[src/design/failover_pkg.sv]
`default_nettype none

package failover_pkg;

	// 0 = 10M, 1 = 100M, 2 = 1000M
	typedef logic [1:0] speed_t;

	typedef logic [15:0] delay_t;   // Link-up qualification cycles
	typedef logic [7:0]  err_cnt_t; // Consecutive rx errors

	typedef struct packed {
		logic   up;
		speed_t speed;
		logic   duplex;
	} link_status_t;

	typedef struct packed {
		logic [7:0] data;
		logic       dv;
		logic       er;
		logic       crs;
		logic       col;
	} gmii_rx_t;

	typedef struct packed {
		logic [7:0] data;
		logic       en;
		logic       er;
	} gmii_tx_t;

	// Byte addresses of the register block
	localparam logic [3:0] REG_UP_DELAY   = 4'h0;
	localparam logic [3:0] REG_ERR_THRESH = 4'h4;
	localparam logic [3:0] REG_STATUS     = 4'h8;
	localparam logic [3:0] REG_FAILOVERS  = 4'hC;

endpackage

`default_nettype wire

[src/design/link_monitor.sv]
`timescale 1ns/10ps
`default_nettype none

module link_monitor import failover_pkg::*; (
	input  wire          clk,
	input  wire          reset,
	input  wire link_status_t phy_status_i,
	input  wire delay_t   up_delay_i,
	output link_status_t qual_status_o
);

	link_status_t sync_q1;
	link_status_t sync_q2;
	delay_t       stable_cnt;

	// In-band status comes from the PHY clock domain
	always_ff @(posedge clk or posedge reset) begin
		if (reset) begin
			sync_q1 <= '0;
			sync_q2 <= '0;
		end else begin
			sync_q1 <= phy_status_i;
			sync_q2 <= sync_q1;
		end
	end

	always_ff @(posedge clk or posedge reset) begin
		if (reset) begin
			stable_cnt    <= '0;
			qual_status_o <= '0;
		end else begin
			qual_status_o.speed  <= sync_q2.speed;
			qual_status_o.duplex <= sync_q2.duplex;
			if (!sync_q2.up) begin
				// Any drop restarts qualification
				stable_cnt       <= '0;
				qual_status_o.up <= 1'b0;
			end else if (stable_cnt + 1'b1 >= up_delay_i) begin
				qual_status_o.up <= 1'b1; // Current up cycle counts too
			end else begin
				stable_cnt <= stable_cnt + 1'b1;
			end
		end
	end

	// Delay lowered below a running count still qualifies at once
	// since the compare is not an equality

endmodule

`default_nettype wire

[src/design/port_selector.sv]
`timescale 1ns/10ps
`default_nettype none

module port_selector import failover_pkg::*; (
	input  wire          clk,
	input  wire          reset,
	input  wire link_status_t phy0_i,
	input  wire link_status_t phy1_i,
	input  wire          mac_rx_err_i,
	input  wire          mac_rx_ok_i,
	input  wire err_cnt_t err_thresh_i,
	output link_status_t link_o,
	output logic         active_port_o,
	output logic         link_change_o,
	output logic         failover_o
);

	typedef enum logic [1:0] {
		LINK_DOWN,
		ON_PHY0,
		ON_PHY1
	} sel_state_t;

	sel_state_t   state;
	sel_state_t   state_nxt;
	err_cnt_t     err_cnt;
	link_status_t link_nxt;
	logic         port_nxt;

	always_comb begin
		state_nxt = state;
		if (!phy0_i.up && !phy1_i.up)
			state_nxt = LINK_DOWN;
		else if (state == LINK_DOWN)
			state_nxt = phy0_i.up ? ON_PHY0 : ON_PHY1;
		else if (state == ON_PHY1 && phy0_i.up)
			state_nxt = ON_PHY0; // Port 0 preferred
		else if (state == ON_PHY0 && !phy0_i.up)
			state_nxt = ON_PHY1;
		else if (state == ON_PHY0 && phy1_i.up && err_cnt >= err_thresh_i)
			state_nxt = ON_PHY1; // On PHY 1 the standby is down here
	end

	// Speed and duplex follow the active PHY
	always_comb begin
		case (state_nxt)
			ON_PHY0: link_nxt = phy0_i;
			ON_PHY1: link_nxt = phy1_i;
			default: link_nxt = '0;
		endcase
	end

	assign port_nxt = (state_nxt == ON_PHY1);

	always_ff @(posedge clk or posedge reset) begin
		if (reset) begin
			state         <= LINK_DOWN;
			link_o        <= '0;
			active_port_o <= 1'b0;
			link_change_o <= 1'b0;
			failover_o    <= 1'b0;
			err_cnt       <= '0;
		end else begin
			state         <= state_nxt;
			link_o        <= link_nxt;
			active_port_o <= port_nxt;
			link_change_o <= (link_nxt != link_o) || (port_nxt != active_port_o);
			failover_o    <= (state != LINK_DOWN) && (state_nxt != LINK_DOWN) &&
				(state_nxt != state);
			if (state_nxt != state)
				err_cnt <= '0;
			else if (mac_rx_ok_i)
				err_cnt <= '0;
			else if (mac_rx_err_i && err_cnt != '1)
				err_cnt <= err_cnt + 1'b1; // Saturates
		end
	end

	a_down_clears_link: assert property (@(posedge clk) disable iff (reset)
		(!phy0_i.up && !phy1_i.up) ##1 (!phy0_i.up && !phy1_i.up) |-> !link_o.up);

endmodule

`default_nettype wire

[src/design/gmii_port_mux.sv]
`timescale 1ns/10ps
`default_nettype none

module gmii_port_mux import failover_pkg::*; (
	input  wire      clk,
	input  wire      reset,
	input  wire      active_port_i,
	input  wire gmii_rx_t phy0_rx_i,
	input  wire gmii_rx_t phy1_rx_i,
	input  wire gmii_tx_t mac_tx_i,
	output gmii_rx_t mac_rx_o,
	output gmii_tx_t phy0_tx_o,
	output gmii_tx_t phy1_tx_o
);

	always_ff @(posedge clk or posedge reset) begin
		if (reset) begin
			mac_rx_o <= '0;
		end else begin
			mac_rx_o <= active_port_i ? phy1_rx_i : phy0_rx_i;
		end
	end

	// Standby PHY sees an idle line
	always_ff @(posedge clk or posedge reset) begin
		if (reset) begin
			phy0_tx_o <= '0;
			phy1_tx_o <= '0;
		end else if (active_port_i) begin
			phy0_tx_o <= '0;
			phy1_tx_o <= mac_tx_i;
		end else begin
			phy0_tx_o <= mac_tx_i;
			phy1_tx_o <= '0;
		end
	end

endmodule

`default_nettype wire

[src/design/failover_regs.sv]
`timescale 1ns/10ps
`default_nettype none

module failover_regs import failover_pkg::*; #(
	parameter delay_t   DEFAULT_UP_DELAY   = 16'd1000,
	parameter err_cnt_t DEFAULT_ERR_THRESH = 8'd8
) (
	input  wire          clk,
	input  wire          reset,
	input  wire  [3:0]   awaddr_i,
	input  wire          awvalid_i,
	output logic         awready_o,
	input  wire  [31:0]  wdata_i,
	input  wire  [3:0]   wstrb_i,
	input  wire          wvalid_i,
	output logic         wready_o,
	output logic [1:0]   bresp_o,
	output logic         bvalid_o,
	input  wire          bready_i,
	input  wire  [3:0]   araddr_i,
	input  wire          arvalid_i,
	output logic         arready_o,
	output logic [31:0]  rdata_o,
	output logic [1:0]   rresp_o,
	output logic         rvalid_o,
	input  wire          rready_i,
	input  wire link_status_t link_i,
	input  wire          active_port_i,
	input  wire          phy0_up_i,
	input  wire          phy1_up_i,
	input  wire          failover_i,
	output delay_t       up_delay_o,
	output err_cnt_t     err_thresh_o
);

	localparam logic [1:0] RESP_OKAY   = 2'b00;
	localparam logic [1:0] RESP_SLVERR = 2'b10;

	logic        wr_accept;
	logic        wr_mapped;
	logic        rd_accept;
	logic        rd_err;
	logic [31:0] rd_word;
	logic [31:0] status_word;
	logic [15:0] failover_cnt;

	assign wr_accept = awvalid_i && wvalid_i && !bvalid_o;
	assign awready_o = wr_accept;
	assign wready_o  = wr_accept;
	assign arready_o = !rvalid_o;
	assign rd_accept = arvalid_i && !rvalid_o;

	// STATUS is read-only
	assign wr_mapped = (awaddr_i == REG_UP_DELAY) || (awaddr_i == REG_ERR_THRESH) ||
		(awaddr_i == REG_FAILOVERS);

	assign status_word = {25'd0, phy1_up_i, phy0_up_i, active_port_i, link_i};

	always_ff @(posedge clk or posedge reset) begin
		if (reset) begin
			up_delay_o   <= DEFAULT_UP_DELAY;
			err_thresh_o <= DEFAULT_ERR_THRESH;
		end else if (wr_accept) begin
			case (awaddr_i)
				REG_UP_DELAY: begin
					if (wstrb_i[0])
						up_delay_o[7:0] <= wdata_i[7:0];
					if (wstrb_i[1])
						up_delay_o[15:8] <= wdata_i[15:8];
				end
				REG_ERR_THRESH: begin
					if (wstrb_i[0])
						err_thresh_o <= wdata_i[7:0];
				end
				default: ;
			endcase
		end
	end

	always_ff @(posedge clk or posedge reset) begin
		if (reset)
			failover_cnt <= '0;
		else if (wr_accept && awaddr_i == REG_FAILOVERS)
			failover_cnt <= '0; // Clear wins over a pulse
		else if (failover_i && failover_cnt != '1)
			failover_cnt <= failover_cnt + 1'b1;
	end

	always_ff @(posedge clk or posedge reset) begin
		if (reset) begin
			bvalid_o <= 1'b0;
			bresp_o  <= RESP_OKAY;
		end else if (wr_accept) begin
			bvalid_o <= 1'b1;
			bresp_o  <= wr_mapped ? RESP_OKAY : RESP_SLVERR;
		end else if (bready_i) begin
			bvalid_o <= 1'b0;
		end
	end

	always_comb begin
		rd_err = 1'b0;
		case (araddr_i)
			REG_UP_DELAY:   rd_word = {16'd0, up_delay_o};
			REG_ERR_THRESH: rd_word = {24'd0, err_thresh_o};
			REG_STATUS:     rd_word = status_word;
			REG_FAILOVERS:  rd_word = {16'd0, failover_cnt};
			default: begin
				rd_word = '0;
				rd_err  = 1'b1; // Unaligned
			end
		endcase
	end

	always_ff @(posedge clk or posedge reset) begin
		if (reset) begin
			rvalid_o <= 1'b0;
			rdata_o  <= '0;
			rresp_o  <= RESP_OKAY;
		end else if (rd_accept) begin
			rvalid_o <= 1'b1;
			rdata_o  <= rd_word;
			rresp_o  <= rd_err ? RESP_SLVERR : RESP_OKAY;
		end else if (rready_i) begin
			rvalid_o <= 1'b0;
		end
	end

	a_bvalid_hold: assert property (@(posedge clk) disable iff (reset)
		bvalid_o && !bready_i |=> bvalid_o && $stable(bresp_o));

endmodule

`default_nettype wire

[src/design/phy_failover_top.sv]
`timescale 1ns/10ps
`default_nettype none

module phy_failover_top import failover_pkg::*; #(
	parameter delay_t   DEFAULT_UP_DELAY   = 16'd1000,
	parameter err_cnt_t DEFAULT_ERR_THRESH = 8'd8
) (
	input  wire               clk,
	input  wire               reset,
	input  wire link_status_t phy0_status_i,
	input  wire link_status_t phy1_status_i,
	input  wire gmii_rx_t     phy0_rx_i,
	input  wire gmii_rx_t     phy1_rx_i,
	input  wire gmii_tx_t     mac_tx_i,
	input  wire               mac_rx_err_i,
	input  wire               mac_rx_ok_i,
	input  wire  [3:0]        awaddr_i,
	input  wire               awvalid_i,
	output wire               awready_o,
	input  wire  [31:0]       wdata_i,
	input  wire  [3:0]        wstrb_i,
	input  wire               wvalid_i,
	output wire               wready_o,
	output wire  [1:0]        bresp_o,
	output wire               bvalid_o,
	input  wire               bready_i,
	input  wire  [3:0]        araddr_i,
	input  wire               arvalid_i,
	output wire               arready_o,
	output wire  [31:0]       rdata_o,
	output wire  [1:0]        rresp_o,
	output wire               rvalid_o,
	input  wire               rready_i,
	output wire gmii_rx_t     mac_rx_o,
	output wire gmii_tx_t     phy0_tx_o,
	output wire gmii_tx_t     phy1_tx_o,
	output wire link_status_t link_o,
	output wire               active_port_o,
	output wire               link_change_o
);

	link_status_t qual0;
	link_status_t qual1;
	delay_t       up_delay;
	err_cnt_t     err_thresh;
	logic         failover;

	link_monitor link_monitor0_i (
		.clk(clk), .reset(reset),
		.phy_status_i(phy0_status_i), .up_delay_i(up_delay),
		.qual_status_o(qual0)
	);

	link_monitor link_monitor1_i (
		.clk(clk), .reset(reset),
		.phy_status_i(phy1_status_i), .up_delay_i(up_delay),
		.qual_status_o(qual1)
	);

	port_selector port_selector_i (
		.clk(clk), .reset(reset),
		.phy0_i(qual0), .phy1_i(qual1),
		.mac_rx_err_i(mac_rx_err_i), .mac_rx_ok_i(mac_rx_ok_i),
		.err_thresh_i(err_thresh),
		.link_o(link_o), .active_port_o(active_port_o),
		.link_change_o(link_change_o), .failover_o(failover)
	);

	gmii_port_mux gmii_port_mux_i (
		.clk(clk), .reset(reset),
		.active_port_i(active_port_o),
		.phy0_rx_i(phy0_rx_i), .phy1_rx_i(phy1_rx_i), .mac_tx_i(mac_tx_i),
		.mac_rx_o(mac_rx_o), .phy0_tx_o(phy0_tx_o), .phy1_tx_o(phy1_tx_o)
	);

	failover_regs #(
		.DEFAULT_UP_DELAY(DEFAULT_UP_DELAY),
		.DEFAULT_ERR_THRESH(DEFAULT_ERR_THRESH)
	) failover_regs_i (
		.clk(clk), .reset(reset),
		.awaddr_i(awaddr_i), .awvalid_i(awvalid_i), .awready_o(awready_o),
		.wdata_i(wdata_i), .wstrb_i(wstrb_i), .wvalid_i(wvalid_i), .wready_o(wready_o),
		.bresp_o(bresp_o), .bvalid_o(bvalid_o), .bready_i(bready_i),
		.araddr_i(araddr_i), .arvalid_i(arvalid_i), .arready_o(arready_o),
		.rdata_o(rdata_o), .rresp_o(rresp_o), .rvalid_o(rvalid_o), .rready_i(rready_i),
		.link_i(link_o), .active_port_i(active_port_o),
		.phy0_up_i(qual0.up), .phy1_up_i(qual1.up), // Qualified, not raw
		.failover_i(failover),
		.up_delay_o(up_delay), .err_thresh_o(err_thresh)
	);

endmodule

`default_nettype wire

[config.mk]
export PLATFORM = sky130hd
export DESIGN_NAME = phy_failover_top
export DESIGN_NICKNAME = d
export VERILOG_FILES = /design/src/design/failover_pkg.sv /design/src/design/link_monitor.sv /design/src/design/port_selector.sv /design/src/design/gmii_port_mux.sv /design/src/design/failover_regs.sv /design/src/design/phy_failover_top.sv
export SDC_FILE = /design/constraint.sdc
export NUM_CORES = 1
export LEC_CHECK = 0
export BUFFER_PORTS_ARGS = -buffer_cell sky130_fd_sc_hd__buf_2
export CORE_MARGIN = 2
export CORE_UTILIZATION = 50
export DETAILED_ROUTE_END_ITERATION = 16
export PLACE_DENSITY = 0.77
export SLEW_MARGIN = 15
export SYNTH_ARGS = -nofsm -noshare
export SYNTH_HDL_FRONTEND = slang
export SYNTH_SLANG_ARGS = --single-unit
[constraint.sdc]
create_clock -name clk -period 5.1 [get_ports clk]
set_input_delay 0.51 -clock clk [delete_from_list [all_inputs] [get_ports clk]]
set_output_delay 0.51 -clock clk [all_outputs]
set_load 0.02 [all_outputs]
# Word level (Yosys, flattened, before mapping)
# Cells that the tools add are included.
[totals]
in_bits = 95
regBits = 183
out_inout_bits = 79
word_cells = 136
[classes]
order_cmp = 3
n_reduce_logical = 33
eq_ne = 18
addsub = 4
muxes = 30
[ops]
columns = ["op", "count"]
rows = [
  ["two-way mux 16 bit", 6],
  ["one-hot mux 16 bit (4 select lines)", 1],
  ["adder 16 x 1 -> 16 bit, second input constant", 3],
  [">= comparator 16 bit", 2],
  ["two-way mux 8 bit", 3],
  ["two-way mux 10 bit", 2],
  ["two-way mux 2 bit", 8],
  ["!= test 16 bit, second input constant", 1],
  ["logical AND 1 bit", 13],
  ["== test 4 bit, second input constant", 3],
  ["two-way mux 12 bit", 1],
  ["nonzero test 2 bit", 5],
  ["AND reduction 3 bit", 3],
  ["adder 8 x 1 -> 8 bit, second input constant", 1],
  ["== test 4 x 3 -> 1 bit, second input constant", 2],
  [">= comparator 8 bit", 1],
  ["zero test 4 bit", 2],
  ["two-way mux 1 bit", 8],
  ["!= test 2 bit, second input constant", 4],
  ["!= test 8 bit, second input constant", 1],
  ["one-hot mux 4 bit (2 select lines)", 1],
  ["== test 2 x 1 -> 1 bit, second input constant", 2],
  ["== test 2 bit, second input constant", 2],
  ["zero test 1 bit", 4],
  ["7 further kinds", 9],
]

# Longest topological paths before layout
# Gate-level depths: netlist (run 1).
[logic_depth]
ltp_word = 12
ltp_mapped = 15
mapped_depth_nobuf = 14

# By module
# A second synthesis (run 1) with hierarchy kept.
[hier_totals]
hier_cells = 804
hier_area_um2 = 8805.9
[modules_own_cells]
columns = ["mod", "seq_area_each_um2", "cells_each", "area_per_inst_um2", "n_inst"]
rows = [
  ["link_monitor", 700.7, 180, 1737.9, 2],
  ["failover_regs", 1510.2, 259, 3076.7, 1],
  ["port_selector", 425.4, 117, 1129.8, 1],
  ["gmii_port_mux", 800.8, 68, 1123.6, 1],
]

# Worst setup path before layout (run 1)
# Ideal clock, no wire load.
[synth_path]
kind = "flip-flop to flip-flop"
startpoint = "register link_monitor1_i.stable_cnt[0]"
endpoint = "register link_monitor1_i.stable_cnt[1]"
t_required_ns = 4.968
slack_ns = 2.099
stages_incl_launch_ff = 14
setup_ns = 0.132
synth_period_minus_slack_ns = 3.001
t_arrival_ns = 2.870
cell_sequence = "dfrtp_1 nand3_2 or3_4 or3_4 xnor2_1 ha_1 o21ai_0 o21bai_1 nor2_1 a21oi_2 clkbuf_1 buf_2 mux2i_1 nor2_1"
[synth_via]
elab_chain_cells = 3
[synth_rtl]
columns = ["item", "line", "rtl"]
rows = [
  ["from (decl)", "link_monitor.sv:14", "delay_t stable_cnt;"],
  ["from (signal assigned)", "link_monitor.sv:41", "stable_cnt <= stable_cnt + 1'b1;"],
  ["adder 16 x 1 -> 16 bit (*)", "link_monitor.sv:38, link_monitor.sv:41", ""],
  [">= comparator 16 bit or two-way mux 16 bit (tied branches)", "link_monitor.sv:38", "end else if (stable_cnt + 1'b1 >= up_delay_i) begin"],
  ["!= test 2 bit (no line) or two-way mux 16 bit (tied branches)", "--", ""],
]
# Every way passes the cells marked *; elsewhere a longest branch is shown, timed or not. The select of a mux whose other input is x is not followed.
# A chain may end at the register's enable or synchronous reset.

# Final worst setup path (run 1)
[layout_path]
startpoint = "register link_monitor1_i.stable_cnt[0]"
endpoint = "register link_monitor1_i.stable_cnt[14]"
# The elaborated chain is that of the path after synthesis.

==> results of run 1 <==
## placed cells by master (no fill, tap or decap), drive strengths merged, types with 5 or more instances in the layout
cell type    n
a22oi       12
o211ai      10
a22o         8
a221oi       7
buf        141
a211oi       6
nand4        9
ha          47
and3         9
or3         19
a21boi       9
clkinv       8
conb        18
dfrtp      158
nand2       59
and2        13
dfstp        7
clkbuf      18
nor2        50
mux2        36
xnor2       30
inv         42
mux2i        5
or4          5
o21ai       43
nor2b       17
nand3       26
o31ai        5
nor3         5
xor2        24
a21oi       27
## area by class of cell
class / count / area (sq um) / area share (%)
clock buffer: 18 / 439 / 4.52
clock inverter: 14 / 180 / 1.85
inverter: 36 / 140 / 1.44
multi-input combinational: 545 / 3840 / 39.4
sequential: 165 / 4140 / 42.6
tap: 220 / 275 / 2.83
timing repair buffer: 141 / 716 / 7.36
## metal layers
| layer | vias to the layer above | global-route usage [%] | routed length, um |
|---|---|---|---|
| met5 | - | 0 | 0 |
| met4 | 0 | 8.06 | 400 |
| met3 | 33 | 4.33 | 926 |
| met2 | 195 | 36.2 | 9070 |
| met1 | 3033 | 28.8 | 7740 |
| li1 | 2982 | - | - |
## registers in the layout, summed over array words and instances (netlist names), 8 cells and up
name                          flops
link_monitor0_i.stable_cnt       16
failover_regs_i.err_thresh_o      8
gmii_port_mux_i.mac_rx_o         12
gmii_port_mux_i.phy1_tx_o        10
gmii_port_mux_i.phy0_tx_o        10
failover_regs_i.up_delay_o       16
failover_regs_i.rdata_o          16
port_selector_i.err_cnt           8
failover_regs_i.failover_cnt     16
link_monitor1_i.stable_cnt       16
## cell families after synthesis
family | Yosys count | synth area share, %
adders and majority gates | 47 | 7.11
xor gates and xnor gates | 54 | 5.72
other | 1 | 0.0454
AOI/OAI and AO/OA | 153 | 12.3
muxes | 41 | 5.51
buffers and inverters | 79 | 4.59
and+or+nand+nor | 232 | 14.6
DFF | 165 | 50.0
## where the power goes
part | switching [W] | internal, W | total (W)
sequential | 0.000214 | 0.00153 | 0.00174
combinational | 0.000595 | 0.000407 | 0.00100
clock | 0.000620 | 0.000679 | 0.00130
## synthesized netlist by cell type (10+ instances only)
library cell | number | area share [%]
and2_1 | 13 | 0.98
nand3_1 | 25 | 1.5
a21oi_1 | 26 | 1.6
clkbuf_1 | 19 | 0.86
buf_4 | 19 | 1.7
inv_1 | 35 | 1.6
o21ai_0 | 42 | 2.5
o211ai_1 | 10 | 0.91
mux2_2 | 36 | 4.9
xnor2_1 | 30 | 3.2
nand2_1 | 59 | 2.7
ha_1 | 47 | 7.1
nor2_1 | 49 | 2.2
nor2b_1 | 17 | 1.3
xor2_1 | 24 | 2.5
dfrtp_1 | 158 | 48
or3_1 | 17 | 1.3
a22oi_1 | 12 | 1.1
## final timing paths
path                                                from                         endpoint  slack, ns
min                                     phy1_status_i[2]       link_monitor1_i.sync_q1[2]       0.17
min in group asynchronous                          reset     gmii_port_mux_i.mac_rx_o[10]       0.29
max reg2reg                link_monitor1_i.stable_cnt[0]   link_monitor1_i.stable_cnt[14]       1.57
max                        link_monitor1_i.stable_cnt[0]   link_monitor1_i.stable_cnt[14]       1.57
min reg2reg                   link_monitor1_i.sync_q1[2]       link_monitor1_i.sync_q2[2]       0.35
max in group asynchronous                          reset  failover_regs_i.err_thresh_o[3]       3.76
## through the flow
stage                     util [%]  cells  hold WS [ns]  cell area (sq um)  total power, W
after floorplan                  -    789         0.331               8330         0.00245
after global placement        55.6   1107         0.333               9090         0.00272
after detailed placement      55.6   1107         0.335               9090         0.00275
after CTS                     59.4   1139         0.156               9710         0.00406
after global routing          59.5   1139         0.151               9720         0.00428
final                         59.5   1139         0.169               9720         0.00404
==> impl_results.rst, run 1 <==
.. list-table::
   :header-rows: 1

   * - Metric
     - Value
   * - Number of cells on the worst hold path
     - 1
   * - First DRT Iteration DRCs
     - 470
   * - Total power divided by cell area
     - 416 nW/um^2
   * - ANT cells
     - 0
   * - Clock transition at the registers of the reported paths
     - around 0.070 ns
   * - Critical path buffers and inverters
     - 0
   * - # rows
     - 47
   * - Largest clock skew in the final design
     - 0.00774 ns
   * - Yosys warns
     - 0
   * - Via density
     - 5.48
   * - Startpoint types
     - flip-flop
   * - Max-slew headroom at the worst pin
     - about a third
   * - Drt wl/cell
     - 15.9 um
   * - Largest net degree at the start of global routing
     - 113
   * - I/O pins
     - 174
   * - Post-layout nets
     - 1048
   * - LEAKAGE
     - 4.52 nW
   * - Overflow left after global routing
     - 0
   * - Hold/Removal Path Class
     - input port to flip-flop
   * - Actual transition at the worst max-transition pin
     - 0.976 ns
   * - Total number of cells along the worst setup path
     - 13
   * - Layout overhead on the synthesized area
     - 17.6%
   * - X dimension of the die
     - 133 um
   * - Unrepaired setup endpoints after global routing
     - false
   * - Number of enable-type register cells in the synthesized netlist
     - 0
   * - Netlist cell types
     - 65
   * - Via count
     - 6243
   * - H-tree levels
     - 4
   * - Post-route DRC violation count
     - 0
   * - Core Box Area
     - 16300 sq um
   * - Delay of the slowest cell on the worst path
     - 0.55 ns
   * - Combined area of all synthesized cells
     - 8270 sq um
   * - Final Worst Setup Slack
     - 1.57 ns
   * - Critical setup path kind
     - flip-flop to flip-flop
   * - Endpoint type of the worst setup path
     - flip-flop
   * - Outcome
     - completed
   * - Number of sinks driven by the clock tree
     - 165
   * - Wire length of the first global-routing pass
     - between 30000 and 40000 um
   * - CTS Hold Bufs
     - 0
   * - Insertion delay of the later-clocked pin in the worst-skew pair
     - between 0.4 and 0.5 ns
   * - Total of fill cells in the finished design
     - 1348
   * - Post-CTS Setup Repair Bufs
     - 0
   * - Number of antenna violations at the first check in global routing
     - 0
   * - Iteration count of the initial detailed-routing pass
     - 5
   * - Slowest library cell on the worst path
     - or4_1
   * - Antenna Violating Nets Remaining
     - 0
   * - Largest driver fanout on the critical path
     - 31
   * - Final hold violation count
     - 0
   * - Clock Tree Buf Depth
     - 2
   * - Final RePlAce weighted congestion
     - 0.841
   * - Die area
     - 17600 sq um
   * - Resized Gates After CTS
     - 0
   * - Share of the clock period used by the worst path
     - 69.2%
   * - Final critical path time including I/O delays and setup
     - 3.53 ns
   * - Seq/Total Area, Yosys
     - 50.0%
   * - All-Layer GR Usage
     - 21.9%
   * - Root buffer cell
     - clkbuf_16
   * - Achievable frequency
     - 283 MHz
   * - Pre-CTS setup slack
     - 1.42 ns
   * - Top delay family on crit path
     - simple AND/OR/NAND/NOR gates
   * - Flops & latches, synth
     - between 150 and 200
   * - Die span in y
     - 133 um
   * - Arrival time of data at the critical path endpoint
     - 3.88 ns
   * - Starting utilization of the core area
     - 50.6%
   * - Total setup violations reported at the end of the flow
     - 0
   * - Final HPWL from detailed placement
     - 13200 um
   * - Final Slew Violations
     - 0
   * - Vias in the first global route
     - 6088
   * - Clock tree from TritonCTS
     - yes
   * - Layout cell share with drive strength beyond 1
     - 25.0%
   * - Reg2reg path depth
     - 13
   * - Crit-path cells
     - ha_1 > nand3_1 > nor2_1 > and2_1 > nand2_1 > xnor2_1 > ha_1 > a211oi_1 > o21bai_1 > nor2_1 > a21oi_4 > or4_1 > a21oi_1
   * - CP Data Required Time
     - 5.46 ns
   * - Routed wire length
     - about 18000 um
   * - Syn_area_per_cell
     - around 11 sq um
   * - Synthesized netlist cell count
     - about 770
   * - Accumulated negative setup slack
     - 0 ns
   * - CTS Buf Count
     - 17
   * - Most frequently used flop master after synthesis
     - dfrtp_1
   * - Fraction of registers with async set or reset after synthesis
     - 100%
   * - Number of max-cap violations
     - 0
   * - Max VDD drop
     - around 0.00027 V
   * - Number of I/O port buffers
     - 137
No activity file was read; power rests on OpenSTA's default activity.
==> run 2: changes to the inputs <==
==> constraint.sdc (replaced) <==
create_clock -name clk -period 3.2 [get_ports clk]
set_input_delay 0.32 -clock clk [delete_from_list [all_inputs] [get_ports clk]]
set_output_delay 0.32 -clock clk [all_outputs]
set_load 0.02 [all_outputs]
==> run 2 against run 1 <==
Effect of this change: the flow now finishes with violations (negative setup slack); maximum frequency rose by 9.8%; clock skew up 0.0054 ns; count of clock-buffer cells in the layout stayed put; core utilization is 3.1 points higher; first-iteration DRC count shrank 1.7%; setup slack worse by 1.6 ns; global-route usage fell by 0.40 points; clock power up 62%; cell count up 3.6%; critical path type unchanged.
==> impl_results.rst, run 2 (synthesized netlist as in run 1, its figures left out) <==
.. list-table::
   :header-rows: 1

   * - Metric
     - Value
   * - Top delay family on crit path
     - simple AND/OR/NAND/NOR gates
   * - Number of max-cap violations
     - 0
   * - Placement-stage cell area
     - 9210 sq um
   * - R2R Path Start
     - link_monitor1_i.stable_cnt[5]
   * - Total number of cells along the worst setup path
     - 12
   * - Final Worst Setup Slack
     - -0.0139 ns
   * - Crit-path cells
     - nand2_2 > or3_4 > nor2_1 > xor2_1 > ha_1 > a21oi_1 > o211ai_1 > nor2_2 > a21oi_4 > buf_12 > or4_4 > a21oi_2
   * - Post-Layout Inst Area
     - just over 10000 sq um
   * - Routed wire length
     - ~20000 um
   * - Startpoint types
     - flip-flop
   * - Last element of the critical path
     - link_monitor1_i.stable_cnt[11]
   * - Overflow left after global routing
     - 0
   * - Post-route DRC violation count
     - 0
   * - Max VDD drop
     - approximately 0.00045 V
   * - Number of I/O port buffers
     - around 140
   * - X dimension of the die
     - between 100 and 150 um
   * - Achievable frequency
     - 311 MHz
   * - Beginning of the critical path
     - link_monitor1_i.stable_cnt[5]
   * - Antenna Violating Nets Remaining
     - 0
   * - Total power divided by cell area
     - 651 nW/um^2
   * - Worst Hold Launch
     - rready_i
   * - H-tree levels
     - 4
   * - Starting utilization of the core area
     - 50.6%
   * - Slowest library cell on the worst path
     - or4_4
   * - Sequential share of power
     - between 40% and 50%
   * - Delay of the slowest cell on the worst path
     - 0.51 ns
   * - Cell internal power dissipation
     - 0.00436 W
   * - Total setup violations reported at the end of the flow
     - 3
   * - Root buffer cell
     - clkbuf_16
   * - Core Box Area
     - ~16000 sq um
   * - Pre-CTS setup slack
     - 0.00194 ns
   * - Largest net degree at the start of global routing
     - between 90 and 100
   * - Clock tree from TritonCTS
     - yes
   * - Largest clock skew in the final design
     - 0.0132 ns
   * - Via density
     - 5.53
   * - Final RePlAce weighted congestion
     - about 0.85
   * - FF-to-FF setup slack
     - -0.01 ns
   * - Drt wl/cell
     - about 17 um
   * - I/O pins
     - about 170
   * - Vias in the first global route
     - between 6000 and 7000
   * - Commonest cells after routing, fill and taps aside
     - dfrtp_1 (154), buf_2 (137), nand2_1 (57)
   * - CP Data Required Time
     - 3.55 ns
   * - # rows
     - 47
   * - Number of sinks driven by the clock tree
     - 165
   * - Switching power total
     - 0.00230 W
   * - Accumulated negative setup slack
     - -0.0320 ns
   * - CTS Buf Count
     - 17
   * - Wire length of the first global-routing pass
     - 30100 um
   * - Endpoint type of the worst setup path
     - flip-flop
   * - Insertion delay of the later-clocked pin in the worst-skew pair
     - 0.43 ns
   * - Number of antenna violations at the first check in global routing
     - 0
   * - Clock transition at the registers of the reported paths
     - 0.07 ns
   * - Clock Tree Buf Depth
     - 2
   * - Capturing point of the worst reg2reg path
     - link_monitor1_i.stable_cnt[11]
   * - Die span in y
     - about 130 um
   * - Proportion of power drawn by combinational gates
     - 26.7%
   * - Violations in the final reports
     - negative setup slack
   * - Reg2reg path depth
     - 12
   * - Share of the clock period used by the worst path
     - 100%
   * - All-Layer GR Usage
     - a little over a fifth
   * - Final HPWL from detailed placement
     - 13600 um
   * - Actual transition at the worst max-transition pin
     - 0.692 ns
   * - Final Slew Violations
     - 0
   * - Layout overhead on the synthesized area
     - 23.7%
   * - Unrepaired setup endpoints after global routing
     - true
   * - Outcome
     - finished, violations left
   * - First DRT Iteration DRCs
     - 462
   * - Final critical path time including I/O delays and setup
     - 3.21 ns
   * - Largest driver fanout on the critical path
     - 8
   * - Total of fill cells in the finished design
     - 1314
   * - Net Sw Frac
     - between 30% and 40%
   * - Hold/Removal Path Class
     - input port to flip-flop
   * - Most common cell after layout, fill and taps aside
     - dfrtp_1
   * - Die area
     - 17600 sq um
   * - Via count
     - ~6500
   * - Arrival time of data at the critical path endpoint
     - 3.56 ns
   * - Max-slew headroom at the worst pin
     - 53.8%
   * - Iteration count of the initial detailed-routing pass
     - 6
   * - Critical setup path kind
     - flip-flop to flip-flop
   * - LEAKAGE
     - 4.77 nW
   * - Critical path buffers and inverters
     - 1
   * - Clock network power share
     - 31.5%
   * - Post-layout nets
     - 1089
   * - Final hold violation count
     - 0
   * - Layout cell share with drive strength beyond 1
     - around 30%
   * - ANT cells
     - 0
run 2: cell count changes in the layout (fill, tap and decap cells not counted), sizes merged, moves of 2 or more:
cell | previous run | this run
buf | 141 | 170
clkbuf | 18 | 20
clkinv | 8 | 4
clkinvlp | 0 | 2
dlygate4sd3 | 0 | 9
run 2: worst min-delay path by stage:
stage / cells past startpoint / slack, ns / end
6_report: 2 / 0.06 / failover_regs_i.rvalid_o
5_1_grt: 2 / 0.06 / failover_regs_i.rvalid_o
4_1_cts: 2 / 0.05 / failover_regs_i.rvalid_o
3_5_place_dp: 0 / 0.34 / link_monitor1_i.sync_q2[0]
3_3_place_gp: 0 / 0.33 / link_monitor0_i.qual_status_o[1]
2_1_floorplan: 0 / 0.33 / link_monitor0_i.qual_status_o[0]
run 2: power by group through the flow:
stage	combinational, W	sequential, W	clock (W)
final	0.00178	0.00278	0.00210
after global routing	0.00196	0.00282	0.00223
after CTS	0.00166	0.00277	0.00214
after detailed placement	0.00165	0.00281	0
after global placement	0.00160	0.00279	0
after floorplan	0.00104	0.00286	0
run 2: metrics by stage:
step	utilization (%)	power, W	instances	hold WS, ns
after floorplan	-	0.00391	789	0.331
after CTS	60.7	0.00657	1160	0.0511
after global placement	56.4	0.00439	1119	0.331
after global routing	62.6	0.00701	1180	0.0558
final	62.6	0.00666	1180	0.0649
after detailed placement	56.4	0.00445	1119	0.337
run 2: worst register-to-register path, cell delays in order (launching register included):
cell	delay, ns
dfrtp_1	0.44
nand2_2	0.07
or3_4	0.44
nor2_1	0.13
xor2_1	0.28
ha_1	0.34
a21oi_1	0.21
o211ai_1	0.13
nor2_2	0.20
a21oi_4	0.11
buf_12	0.15
or4_4	0.51
a21oi_2	0.13
run 2: routing by layer:
metal  track usage (%)  share of wire, %  vias to the layer above
met5                 0                 0                        -
met4              8.78               2.9                        0
met3              4.21               4.7                       37
met2              36.7                51                      188
met1              26.9                42                     3239
li1                  -                 -                     3067
run 2: area by class of cell:
type,instances,area (sq um),area share [%]
Inverter,36,139,1.36
Sequential cell,165,4140,40.5
Tap cell,220,275,2.69
Timing Repair Buffer,181,1110,10.9
Multi-Input combinational cell,546,3950,38.6
Clock buffer,18,439,4.29
Clock inverter,14,175,1.71
run 2: what timing repair did:
item,CTS,global route
hold endpoints to repair,23,0
resized for setup,1,34
buffers inserted,0,17
endpoints found under the setup margin,4,27
gates cloned,0,3
hold buffers,9,0
pin swaps,0,15
